--- config.mk ---
export PLATFORM = sky130hd
export DESIGN_NAME = l1b_cfg_regs
export DESIGN_NICKNAME = d
export VERILOG_FILES = /design/src/rtl/l1b_addr_pkg.sv /design/src/rtl/l1b_cfg_pkg.sv /design/src/rtl/l1b_cfg_regs.sv
export SDC_FILE = /design/constraint.sdc
export NUM_CORES = 1
export LEC_CHECK = 0
export ABC_AREA = 0
export BUFFER_PORTS_ARGS = -buffer_cell sky130_fd_sc_hd__buf_2
export CORE_ASPECT_RATIO = 0.5
export CORE_MARGIN = 2
export CORE_UTILIZATION = 43
export DETAILED_ROUTE_END_ITERATION = 8
export PLACE_DENSITY = 0.74
export SLEW_MARGIN = 20
export SYNTH_ARGS = -nofsm -noshare
export SYNTH_HDL_FRONTEND = slang
export SYNTH_SLANG_ARGS = --single-unit
--- constraint.sdc ---
create_clock -name clk -period 0.8 [get_ports clk]
set_input_delay 0.16 -clock clk [delete_from_list [all_inputs] [get_ports clk]]
set_output_delay 0.16 -clock clk [all_outputs]
set_load 0.005 [all_outputs]
--- src/rtl/l1b_addr_pkg.sv ---
// address and data geometry of one l1b bank
package l1b_addr_pkg;

  // single-port rams behind one bank
  localparam int LB_RAM_NUM = 8;

  // chip select picks one ram out of the bank
  localparam int LB_CS_ADDR_WID = $clog2(LB_RAM_NUM);

  // quad words inside one ram, 256 by default
  localparam int LB_RAM_QW_ADDR_WID = 8;

  // flat lsu address over the whole bank
  // ram address bits plus chip select bits
  localparam int LSU_BANK_QW_ADDR_WID = LB_RAM_QW_ADDR_WID + LB_CS_ADDR_WID;

  // one quad word of payload
  localparam int QW_DATA_WID = 64;

endpackage

--- src/rtl/l1b_cfg_pkg.sv ---
// software view of the bank configuration registers
package l1b_cfg_pkg;

  // register index, room for eight slots
  localparam int CFG_IDX_WID = 3;

  // write data bus from software
  localparam int CFG_DATA_WID = 16;

  // ram base offset
  localparam logic [CFG_IDX_WID-1:0] CFG_BASE = 3'd0;
  // quad words used per ram
  localparam logic [CFG_IDX_WID-1:0] CFG_RANGE = 3'd1;
  // section thresholds, largest first
  localparam logic [CFG_IDX_WID-1:0] CFG_SEC_2ND = 3'd2;
  localparam logic [CFG_IDX_WID-1:0] CFG_SEC_4TH = 3'd3;
  localparam logic [CFG_IDX_WID-1:0] CFG_SEC_8TH = 3'd4;

  // indices 5 to 7 are unused, writes there are dropped

endpackage

--- src/rtl/l1b_cfg_regs.sv ---
`timescale 1ns/1ps

module l1b_cfg_regs #(
  parameter int  RAM_QW_ADDR_WID  = l1b_addr_pkg::LB_RAM_QW_ADDR_WID,
  localparam int BANK_QW_ADDR_WID = RAM_QW_ADDR_WID + l1b_addr_pkg::LB_CS_ADDR_WID
) (
  input  logic                                clk,
  input  logic                                arst_n,
  // software write port
  input  logic                                cfg_we,
  input  logic [l1b_cfg_pkg::CFG_IDX_WID-1:0] cfg_idx,
  input  logic [l1b_cfg_pkg::CFG_DATA_WID-1:0] cfg_wdata,
  // decode settings
  output logic [RAM_QW_ADDR_WID-1:0]          base_addr,
  output logic [RAM_QW_ADDR_WID:0]            ram_range,
  output logic [BANK_QW_ADDR_WID-1:0]         sec_one_2nd,
  output logic [BANK_QW_ADDR_WID-2:0]         sec_one_4th,
  output logic [BANK_QW_ADDR_WID-3:0]         sec_one_8th
);

  import l1b_cfg_pkg::*;

  // one register per index, strobe written
  // new value shows on the outputs from the next cycle
  always_ff @(posedge clk or negedge arst_n) begin
    if (!arst_n) begin
      base_addr   <= '0;
      ram_range   <= '0;
      sec_one_2nd <= '0;
      sec_one_4th <= '0;
      sec_one_8th <= '0;
    end else if (cfg_we) begin
      // wdata cut down to each register width
      case (cfg_idx)
        CFG_BASE: begin
          base_addr <= cfg_wdata[RAM_QW_ADDR_WID-1:0];
        end
        CFG_RANGE: begin
          // one extra bit so a full ram of quad words fits
          ram_range <= cfg_wdata[RAM_QW_ADDR_WID:0];
        end
        CFG_SEC_2ND: begin
          sec_one_2nd <= cfg_wdata[BANK_QW_ADDR_WID-1:0];
        end
        CFG_SEC_4TH: begin
          sec_one_4th <= cfg_wdata[BANK_QW_ADDR_WID-2:0];
        end
        CFG_SEC_8TH: begin
          sec_one_8th <= cfg_wdata[BANK_QW_ADDR_WID-3:0];
        end
        default: begin
          // unused slot, nothing stored
        end
      endcase
    end
  end

  // software must only target the five defined slots
  a_cfg_idx_legal: assert property (
    @(posedge clk) disable iff (!arst_n)
    cfg_we |-> (cfg_idx <= CFG_SEC_8TH)
  ) else $error("config write to unused index %0d", cfg_idx);

endmodule

* Yosys cells after proc, flatten, opt, wreduce, memory -nomap -nowiden
Index checks and enable logic that the tools add are counted.
** Cells by class
- Multiply operators :: 0
- Multiplexer cells :: 0
- Bitwise logic cells :: 0
- $add $sub $neg :: 0
- Order comparisons :: 0
- Reductions and logical operators :: 6
- Equal/unequal tests :: 4
- Shift-type cells :: 0
- Div/mod/pow operators :: 0
** Operator list (count)
- $reduce_and A2 Y1 :: 5
- $eq A3 B2 Y1 const B :: 2
- $eq A3 B1 Y1 const B :: 1
- $eq A3 B3 Y1 const B :: 1
- $logic_not A3 Y1 :: 1
** Word-level totals
- Output and inout port bits :: 47
- Bits in read-only memories :: 0
- Latch bits :: 0
- Logic and storage cells :: 15
- Input port bits :: 22
- Memories kept :: 0
- Bits in writable memories :: 0
- Register bits :: 47

* Logic depth before layout (Yosys ltp)
- Depth in word-level cells :: 2
- Mapped depth :: 3
- Depth with buffers taken out :: 2

* Least setup slack after synthesis
Ideal clock, no wire load.
- Path kind :: input to register
- Start point :: in cfg_idx[0] (netlist name)
- End point :: reg base_addr[0]
- Slack :: -315 ps
- Cell stages on the path :: 2
- Buffers on the path :: 0
- Data arrival time :: 990 ps
- Data required time :: 675 ps
- Library setup time :: 125 ps
- Path through :: nor4b_4 mux2_2
** On the way
- Longest elaborated chain between the ends :: 2
** Ends and longest elaborated chain
- start, declared :: RTL line l1b_cfg_regs.sv:11 : input logic [l1b_cfg_pkg::CFG_IDX_WID-1:0] cfg_idx,
- $logic_not A3 Y1 :: RTL line l1b_cfg_regs.sv:34 : case (cfg_idx)
- $reduce_and A2 Y1 (no source line)
- end signal, assigned :: RTL line l1b_cfg_regs.sv:36 : base_addr <= cfg_wdata[RAM_QW_ADDR_WID-1:0];
- end, declared :: RTL line l1b_cfg_regs.sv:14 : output logic [RAM_QW_ADDR_WID-1:0] base_addr,
No other way between the ends.
A chain may end at the register's enable or synchronous reset.

* Final worst setup path
- Start point :: reg sec_one_8th[2]
- End point :: out sec_one_8th[2]
** RTL lines
- start, declared :: RTL line l1b_cfg_regs.sv:18 : output logic [BANK_QW_ADDR_WID-3:0] sec_one_8th
- start signal, assigned :: RTL line l1b_cfg_regs.sv:49 : sec_one_8th <= cfg_wdata[BANK_QW_ADDR_WID-3:0];
No word-level cell between the ends.

==> out/results.tsv <==
metric	value	unit
final setup vio count	85	
worst skew pair latency	0.29	ns
P_int	5340	uW
final slew viol count	0	
Max Root-Sink Buffers	2	
Synth Cell Area	0.00180	mm2
DR iter-0 viols	48	
ANT nets after route	0	
fillers	253	
PortBufs	63	
highest clock rate	0.992	GHz
logic gate share of total power	30.2	%
Rows	16	
PD cells	2500	mW/mm2
Sinks on Clock Net	47	
# IOs	69	
DR pass1 iterations	4	
failing checks	negative setup slack	
Synth Area in Compound Gates	0	%
Startpoint Class	flip-flop	
Synth Area in XOR/XNOR	0	%
required time worst endpoint	0.64	ns
hold crit path type	in2reg	
core area	0.00396	mm2
Lkg Pwr	0.00144	uW
Synth Register Bits	47	
antenna violations before repair	0	
P_sw	1800	uW
Netlist cell types	8	
adder-cell share of the synthesized area	0	%
post-synthesis mux area share	29.5	%
sequential cell area fraction in the yosys report	65.5	%
Synth Warn #	0	
NumNets Final	228	
Die ar.	0.00474	mm2
DP Worst Slack	-0.497	ns
critical-path cell list	buf_2	
outcome	finished with violations	
critical path class	reg2out	
worst path bufs/invs	1	
RSZ-0062 raised after global routing	yes	
MaxCap Viol Count	0	
layout cells sized above 1	76.3	%
Clk network pwr share	24.7	%
Synth Area in Simple Gates	3.76	%
Worst-path clk slew	0.09	ns
worst-path fanout max	2	
Crit-path slowest cell	dfrtp_1	
CTS tree	built	
Tightest Pin Transition	0.274	ns
critical path arrival	0.85	ns
total routed wirelength	4.49	mm
residual DRC count	0	
largest family of logic cells by synthesized area	multiplexers	
Post-Synthesis Net Count	125	
utilization after layout	72.0	%
top cells by area, synth	dfrtp_1 (66%), mux2_2 (29%), and4bb_2 (1.4%)	
GRT Total Usage	19.3	%
sw frac	25.2	%
Die Ht	49.7	um
post-layout instance area	0.00285	mm2
vias per cell	4.81	
slew margin rel.	81.7	%
syn_area_per_cell	17.4	um2
synthesis-to-layout area growth	59.0	%
setup ws final	-0.208	ns
Synth Instances	103	
DP HPWL	2.83	mm
total gr overflow	0	
Hold Vio Cnt, Final	0	
Synth top area share	65.5	%
Crit. End Element	output pin	
clk_skew	0	ns
min Tclk post-route	1.01	ns
Peak VDD IR	1.64	mV
H-tree depth	2	
routed vias	1260	
R2R Setup Slk	-0.11	ns
DP Area	0.00239	mm2
CTS buffer count	5	
post-synth top area cell	dfrtp_1	
largest net degree at the start of global routing	48	
die width	95.4	um
slowest cell delay on critical path	0.41	ns
clock root buffer	clkbuf_8	
final period utilization	126	%
first-pass GRT wire length	6.64	mm
vias in the first global route	1285	
CP delay by family, top	flip-flops	
routed wire length per instance	17.1	um
initial core utilization	45.3	%
routability cong.	0.778	
sequential power share	45.1	%
## worst register-to-register path, delay by kind of cell (launching register included)
kind / cells / cell delay [ns]
buffers and inverters: 1 / 0.14
DFF: 1 / 0.40
muxes: 1 / 0.27
## through the flow
step / setup TNS, ns / hold WS (ns) / power (uW) / cells
after floorplan: -9.94 / -0.136 / 3940 / 103
final: -11.78 / 0.102 / 7140 / 262
after detailed placement: -19.31 / 0.163 / 4750 / 226
after CTS: -11.72 / 0.0904 / 6930 / 253
after global routing: -13.86 / 0.0874 / 7500 / 261
after global placement: -18.80 / 0.157 / 4680 / 226
## worst paths after layout
| check | startpoint | to | depth (start not counted) |
|---|---|---|---|
| hold reg to reg | sec_one_4th[3] | sec_one_4th[3] | 1 |
| max in group asynchronous | arst_n | base_addr[0] | 3 |
| setup reg to reg | base_addr[6] | base_addr[6] | 2 |
| hold / removal | cfg_wdata[10] | sec_one_2nd[10] | 2 |
| setup / recovery | sec_one_8th[2] | sec_one_8th[2] | 1 |
| min in group asynchronous | arst_n | sec_one_4th[2] | 3 |
## logic make-up after synthesis
kind of cell | after synthesis
DFF | 47
and+or+nand+nor | 5
buffers and inverters | 4
muxes | 47
## Yosys cell counts
cell type / number
dfrtp_1: 47
buf_2: 3
buf_4: 1
and4bb_2: 2
mux2_2: 47
nor4bb_1: 1
nor4b_4: 1
nand4b_1: 1
## state kept, by name, summed over array words and instances, names as in the netlist
register     cells
base_addr        8
sec_one_8th      9
sec_one_2nd     11
sec_one_4th     10
ram_range        9
## cell usage in the layout, fill, tap and decap left out
cell / n
dlygate4sd3_1: 1
nor4b_4: 1
buf_8: 3
nand4b_1: 1
buf_6: 20
inv_6: 1
bufinv_16: 1
dfrtp_1: 47
buf_12: 3
buf_2: 60
nor4bb_4: 1
mux2_2: 9
diode_2: 1
clkbuf_8: 5
mux2_4: 38
buf_4: 13
and4bb_2: 2
clkinvlp_4: 1
## cell type report
| cell class | instances | area, um2 | area share (%) |
|---|---|---|---|
| sequential | 47 | 1180 | 41.2 |
| antenna | 1 | 2.50 | 0.0877 |
| clock inverter | 3 | 46.3 | 1.62 |
| tap | 54 | 67.6 | 2.37 |
| clock buffer | 5 | 68.8 | 2.41 |
| multi-input combinational | 52 | 754 | 26.4 |
| timing repair buffer | 100 | 738 | 25.9 |
## power by group through the flow
stage / logic [uW] / registers, uW / clock network [uW]
after global routing: 2310 / 3270 / 1920
after detailed placement: 1520 / 3230 / 0
final: 2150 / 3220 / 1760
after CTS: 1940 / 3180 / 1800
after global placement: 1470 / 3210 / 0
after floorplan: 694 / 3250 / 0
## layer usage
metal | up-vias | wire length, um | global-route usage [%] | share of wire [%]
li1 | 576 | - | - | -
met1 | 641 | 1900 | 23.9 | 42
met2 | 35 | 2270 | 32.2 | 51
met3 | 8 | 254 | 5.35 | 5.7
met4 | 0 | 67 | 8.33 | 1.5
met5 | - | 0 | 0 | 0
## timing repair
item | 4_1_cts | 5_1_grt
hold buffers | 1 | 0
endpoints found under the hold margin | 47 | 0
buffers inserted | 18 | 10
resized for setup | 25 | 15
setup endpoints to repair | 84 | 84
pin swaps | 3 | 2
(Power assumes the default switching activity.)
