File: src/rtl/l1b_addr_pkg.sv
// address and data geometry of one l1b bank
package l1b_addr_pkg;

  // single-port rams behind one bank
  localparam int LB_RAM_NUM = 8;

  // chip select picks one ram out of the bank
  localparam int LB_CS_ADDR_WID = $clog2(LB_RAM_NUM);

  // quad words inside one ram, 256 by default
  localparam int LB_RAM_QW_ADDR_WID = 8;

  // flat lsu address over the whole bank
  // ram address bits plus chip select bits
  localparam int LSU_BANK_QW_ADDR_WID = LB_RAM_QW_ADDR_WID + LB_CS_ADDR_WID;

  // one quad word of payload
  localparam int QW_DATA_WID = 64;

endpackage

File: src/rtl/l1b_cache_qw_addr_dichotomie_comp.sv
`timescale 1ns/1ps

module l1b_cache_qw_addr_dichotomie_comp #(
  parameter int  RAM_QW_ADDR_WID  = l1b_addr_pkg::LB_RAM_QW_ADDR_WID,
  localparam int BANK_QW_ADDR_WID = RAM_QW_ADDR_WID + l1b_addr_pkg::LB_CS_ADDR_WID
) (
  // flat quad word address over the bank
  input  logic [BANK_QW_ADDR_WID-1:0]            lsu_addr,
  input  logic [RAM_QW_ADDR_WID-1:0]             base_addr,
  input  logic [RAM_QW_ADDR_WID:0]               ram_range,
  // section thresholds
  input  logic [BANK_QW_ADDR_WID-1:0]            sec_one_2nd,
  input  logic [BANK_QW_ADDR_WID-2:0]            sec_one_4th,
  input  logic [BANK_QW_ADDR_WID-3:0]            sec_one_8th,
  // decoded ram and address inside it
  output logic [l1b_addr_pkg::LB_CS_ADDR_WID-1:0] ram_cs,
  output logic [RAM_QW_ADDR_WID-1:0]             ram_addr
);

  import l1b_addr_pkg::*;

  // remainders after each halving step
  logic [BANK_QW_ADDR_WID-1:0] rem_2nd;
  logic [BANK_QW_ADDR_WID-1:0] rem_4th;
  // start of the selected ram in the flat space
  logic [BANK_QW_ADDR_WID-1:0] cs_span;
  // offset left inside the selected ram
  logic [BANK_QW_ADDR_WID-1:0] ram_offset;

  // binary search, largest section first
  always_comb begin
    // top bit, upper half of the bank
    ram_cs[LB_CS_ADDR_WID-1] = (lsu_addr >= sec_one_2nd);
    rem_2nd = ram_cs[LB_CS_ADDR_WID-1] ? (lsu_addr - sec_one_2nd) : lsu_addr;

    // middle bit, quarter inside that half
    ram_cs[LB_CS_ADDR_WID-2] = (rem_2nd >= {1'b0, sec_one_4th});
    rem_4th = ram_cs[LB_CS_ADDR_WID-2] ? (rem_2nd - {1'b0, sec_one_4th}) : rem_2nd;

    // low bit, eighth inside that quarter
    ram_cs[LB_CS_ADDR_WID-3] = (rem_4th >= {2'b0, sec_one_8th});
  end

  // rams are laid out back to back, each range quad words long
  always_comb begin
    cs_span    = BANK_QW_ADDR_WID'(ram_cs) * BANK_QW_ADDR_WID'(ram_range);
    ram_offset = lsu_addr - cs_span;
    // wraps at ram width
    ram_addr   = base_addr + ram_offset[RAM_QW_ADDR_WID-1:0];
  end

endmodule

File: config.mk
export PLATFORM = sky130hd
export DESIGN_NAME = l1b_cache_qw_addr_dichotomie_comp
export DESIGN_NICKNAME = d
export VERILOG_FILES = /design/src/rtl/l1b_addr_pkg.sv /design/src/rtl/l1b_cache_qw_addr_dichotomie_comp.sv
export SDC_FILE = /design/constraint.sdc
export NUM_CORES = 1
export LEC_CHECK = 0
export BUFFER_PORTS_ARGS = -buffer_cell sky130_fd_sc_hd__buf_2
export CORE_ASPECT_RATIO = 1.1
export CORE_MARGIN = 3
export CORE_UTILIZATION = 49
export DETAILED_ROUTE_END_ITERATION = 10
export PLACE_DENSITY = 0.82
export RECOVER_POWER = 50
export SYNTH_ARGS = -nofsm -noshare
export SYNTH_HDL_FRONTEND = slang
export SYNTH_SLANG_ARGS = --single-unit
File: constraint.sdc
create_clock -name vclk -period 13
set_input_delay 1.3 -clock vclk [all_inputs]
set_output_delay 1.3 -clock vclk [all_outputs]
set_load 0.01 [all_outputs]
**Word-level counts from Yosys, hierarchy flattened**

Index checks and enable logic that the tools add are counted.

- Logic and storage cells: 10
- Register bits after elaboration: 0
- Output and inout bits: 11
- Input bits: 58

- Multiplexer cells: 2
- Multipliers: 1
- $add $sub $neg: 4
- Magnitude comparators: 3

Operators by type and width:

| cell | count |
|---|---|
| $mux W11 | 2 |
| $ge A11 B10 Y1 | 1 |
| $ge A11 B11 Y1 | 1 |
| $ge A11 B9 Y1 | 1 |
| $sub A11 B10 Y11 | 1 |
| $sub A11 B11 Y11 | 1 |
| $mul A3 B9 Y8 | 1 |
| $add A8 B8 Y8 | 1 |
| $sub A8 B8 Y8 | 1 |

**Longest topological paths before layout**

- Depth in word-level cells: 8
- Gate-level depth with buffers: 41

**Worst setup path after synthesis**

OpenSTA, ideal clock, no wires.

- Kind: input to output
- From: input sec_one_2nd[10]
- To: output ram_addr[7]
- Arrival time: 9,257 ps
- Setup slack: 2,443 ps
- Stages on the path: 36
- Cell sequence: inv_1 > ha_1 > clkbuf_2 > a21oi_1 > o31ai_2 > a31o_2 > nor2_1 > inv_1 > a21oi_1 > inv_1 > ha_1 > and2b_1 > o2111ai_2 > a31oi_1 > o211ai_1 > o311a_4 > inv_2 > mux2_2 > ha_1 > or4_2 > o22ai_1 > o21ai_2 > and2_1 > fa_1 > inv_1 > fa_1 > inv_1 > fa_1 > inv_1 > ha_1 > nor2b_1 > o21a_1 > o41ai_1 > xnor2_1 > xnor2_1 > xnor2_1

- Word-level cells in the longest chain between the ends: 8
- Elaborated cells between the ends (all ways): 10
- Those cells by class: add/sub (4); mul (1); order compare (3); mux (2)

Ends and longest elaborated chain:

| what | line | text |
|---|---|---|
| from (decl) | l1b_cache_qw_addr_dichotomie_comp.sv:12 | `input logic [BANK_QW_ADDR_WID-1:0] sec_one_2nd,` |
| $ge A11 B11 Y1 | l1b_cache_qw_addr_dichotomie_comp.sv:33 | `ram_cs[LB_CS_ADDR_WID-1] = (lsu_addr >= sec_one_2nd);` |
| via ram_cs (one bit) | l1b_cache_qw_addr_dichotomie_comp.sv:16 | `output logic [l1b_addr_pkg::LB_CS_ADDR_WID-1:0] ram_cs,` |
| $mux W11 | l1b_cache_qw_addr_dichotomie_comp.sv:34 | `rem_2nd = ram_cs[LB_CS_ADDR_WID-1] ? (lsu_addr - sec_one_2nd) : lsu_addr;` |
| $ge A11 B10 Y1 | l1b_cache_qw_addr_dichotomie_comp.sv:37 | `ram_cs[LB_CS_ADDR_WID-2] = (rem_2nd >= {1'b0, sec_one_4th});` |
| via ram_cs (one bit) | l1b_cache_qw_addr_dichotomie_comp.sv:16 |  |
| $mux W11 | l1b_cache_qw_addr_dichotomie_comp.sv:38 | `rem_4th = ram_cs[LB_CS_ADDR_WID-2] ? (rem_2nd - {1'b0, sec_one_4th}) : rem_2nd;` |
| $ge A11 B9 Y1 | l1b_cache_qw_addr_dichotomie_comp.sv:41 | `ram_cs[LB_CS_ADDR_WID-3] = (rem_4th >= {2'b0, sec_one_8th});` |
| via ram_cs (one bit) | l1b_cache_qw_addr_dichotomie_comp.sv:16 |  |
| $mul A3 B9 Y8 | l1b_cache_qw_addr_dichotomie_comp.sv:46 | `cs_span = BANK_QW_ADDR_WID'(ram_cs) * BANK_QW_ADDR_WID'(ram_range);` |
| $sub A8 B8 Y8 | l1b_cache_qw_addr_dichotomie_comp.sv:47 | `ram_offset = lsu_addr - cs_span;` |
| $add A8 B8 Y8 | l1b_cache_qw_addr_dichotomie_comp.sv:49 | `ram_addr = base_addr + ram_offset[RAM_QW_ADDR_WID-1:0];` |
| to (decl) | l1b_cache_qw_addr_dichotomie_comp.sv:17 | `output logic [RAM_QW_ADDR_WID-1:0] ram_addr` |

The timed path passes the listed nets, and every way through them passes these cells.

**Worst setup path after layout**

- From: input lsu_addr[3]
- To: output ram_addr[7]

- Word-level cells in the longest chain between the ends: 8
- Elaborated cells between the ends (all ways): 10
- Those cells by class: add/sub (4); mul (1); order compare (3); mux (2)

Ends and longest elaborated chain:

| what | line | text |
|---|---|---|
| from (decl) | l1b_cache_qw_addr_dichotomie_comp.sv:8 | `input logic [BANK_QW_ADDR_WID-1:0] lsu_addr,` |
| $sub A11 B11 Y11 or $ge A11 B11 Y1 (tied branches) | l1b_cache_qw_addr_dichotomie_comp.sv:34, l1b_cache_qw_addr_dichotomie_comp.sv:33 |  |
| $mux W11 | l1b_cache_qw_addr_dichotomie_comp.sv:34 |  |
| $sub A11 B10 Y11 or $ge A11 B10 Y1 (tied branches) | l1b_cache_qw_addr_dichotomie_comp.sv:38, l1b_cache_qw_addr_dichotomie_comp.sv:37 |  |
| $mux W11 | l1b_cache_qw_addr_dichotomie_comp.sv:38 |  |
| $ge A11 B9 Y1 | l1b_cache_qw_addr_dichotomie_comp.sv:41 |  |
| $mul A3 B9 Y8 | l1b_cache_qw_addr_dichotomie_comp.sv:46 |  |
| $sub A8 B8 Y8 (*) | l1b_cache_qw_addr_dichotomie_comp.sv:47 |  |
| $add A8 B8 Y8 (*) | l1b_cache_qw_addr_dichotomie_comp.sv:49 |  |

Mark *: on every way between the ends. The rest lies on a longest branch, timed or not.

==> out/results.ini <==
[outcome]
status = finished clean

[critical_path]
crit_path_top_delay_cell = or4_2
path_buf_inv = 9
critPathMostFrequentCell = inv_1
path_max_fanout = 16
crit_arrival_ps = 10920
worstSetupEndpointType = output pin
crit_path_max_incr_delay_ps = 600
crit_type = input port to output pin
crit_family = compound AO/OA/AOI/OAI gates
cp-start-kind = input port
required_ps = 11700

[grt]
overflow = 0
grt_pass1_vias = 2365
grt_pass1_wl_um = 9950
antenna_found_initial = 0
grt_max_degree = 17
grt_use_total_pct = 19.8

[timing]
whs_ps = 2970
fmax_mhz = 81.8
relSlewSlack_pct = 62.2
period_share_pct = 94.0
finalSetupViolCount = 0
worst_pin_slew_ps = 560
finalCriticalPeriod_ps = 12220
worst_slack_ps = 775
grt_setup_unrepaired = false
slew_violations = 0
fin_tns_setup_ps = 0
finalHoldViolations = 0

[die]
die_y_um = 82.0
dieArea_sq_um = 6160
row_count = 27
core-area_sq_um = 5030
start_util_pct = 51.1
die_x_um = 75.1
ios = 69

[clock_network]
cts.repair.resized = 0
post_cts_buffers = 0
ctsHoldBuffers = 0

[place]
hpwl_um = 5290
io_buffer_count = 68
gp_routability_congestion = 0.896
place_ws_ps = 976
placed_cells = 465

[cells_and_area]
final_cell_mix = inv_1, buf_2, ha_1, xnor2_1, nand2_1
multi_input_area_sq_um = 2290
fin_cells = 465
diodes = 0
drive_gt1_share_pct = 22.9
clock_buffers = 0
seq_cells = 0
nets = 525
fillers = 475
layout_commonest_cell = inv_1
area_delta_synth_final_pct = 15.8
ff_latch_area_sq_um = 0

[synthesis]
synth_area_per_cell_sq_um = 7.55
synth-warning-count = 0
yosysTopAreaCell = ha_1
syn_nets = 457
synth_top_cell_area_share_pct = 19.4
synthCells = 341
ys_seq_area_share_pct = 0
synth.cell_area_sq_um = 2570
ys_top_cells_by_area = ha_1, fa_1, inv_1
synthDistinctLibCells = 59

[hold_path]
hold_class = input port to output pin

[drt]
viasPerCell = 5.37
drt-wirelength-per-cell_um = 12.9
initialDrtViolationCount = 120
dr.pass1.iters = 4
post-route-drc-count = 0
vias = 2497
wl_um = 5990
ant_nets = 0

[flow_run]
cap_violations = 0

[power_and_ir_drop]
peakVddDrop_v = 0.000153
p_leak_nw = 1.60
total_power_mw = 0.595
power_density_nw_per_um2 = 200

==> through the flow <==
step | utilization, % | area (sq um)
finish | 59.2 | 2980
global placement | 59.2 | 2980
detailed placement | 59.2 | 2980
floorplan | - | 2570
global route | 59.2 | 2980
CTS | 59.2 | 2980
==> final timing paths <==
| path | startpoint | endpoint | slack, ps | depth (start not counted) |
|---|---|---|---|---|
| max | lsu_addr[3] | ram_addr[7] | 780 | 38 |
| min | lsu_addr[0] | ram_addr[0] | 2970 | 3 |
==> final cells by class <==
type | instances | share of cell area (%)
inverter | 72 | 9.07
timing repair buffer | 69 | 11.7
multi-input combinational | 266 | 76.8
tap | 58 | 2.44
==> report_power, final <==
| part | total [mW] | switching (mW) | internal (mW) |
|---|---|---|---|
| Combinational | 0.595 | 0.318 | 0.277 |
| Clock | 0 | 0 | 0 |
| Sequential | 0 | 0 | 0 |
==> per-layer routing <==
metal | vias to the layer above | GRT usage [%] | share of wire (%)
li1 | 1292 | - | -
met1 | 1128 | 26.1 | 45
met2 | 67 | 35.0 | 49
met3 | 10 | 1.10 | 4.5
met4 | 0 | 4.27 | 2.0
met5 | - | 0 | 0
==> cell families (layout without fill, tap and decap cells) <==
group           Yosys count  count (layout)  share of synthesized area, %
mux                       7               7                          2.97
compound gates           87              87                          25.1
xor+xnor                 27              27                          9.19
simple gates             87              87                          18.2
buf+inv                  75             141                          11.1
fa+ha+maj                58              58                          33.4
==> synthesized netlist by cell type (all sizes together), types with 4 or more instances <==
library cell and instances:
and2 13, o21ai 16, nand2 21, ha 40, nor2 18, inv 72, o21a 6, a21o 9
nor2b 13, xnor2 22, mux2 5, fa 18, xor2 5, o31ai 4, nor3 4, a21oi 21
nand4 4, a211oi 4
Power figures use the tool's default switching activity.
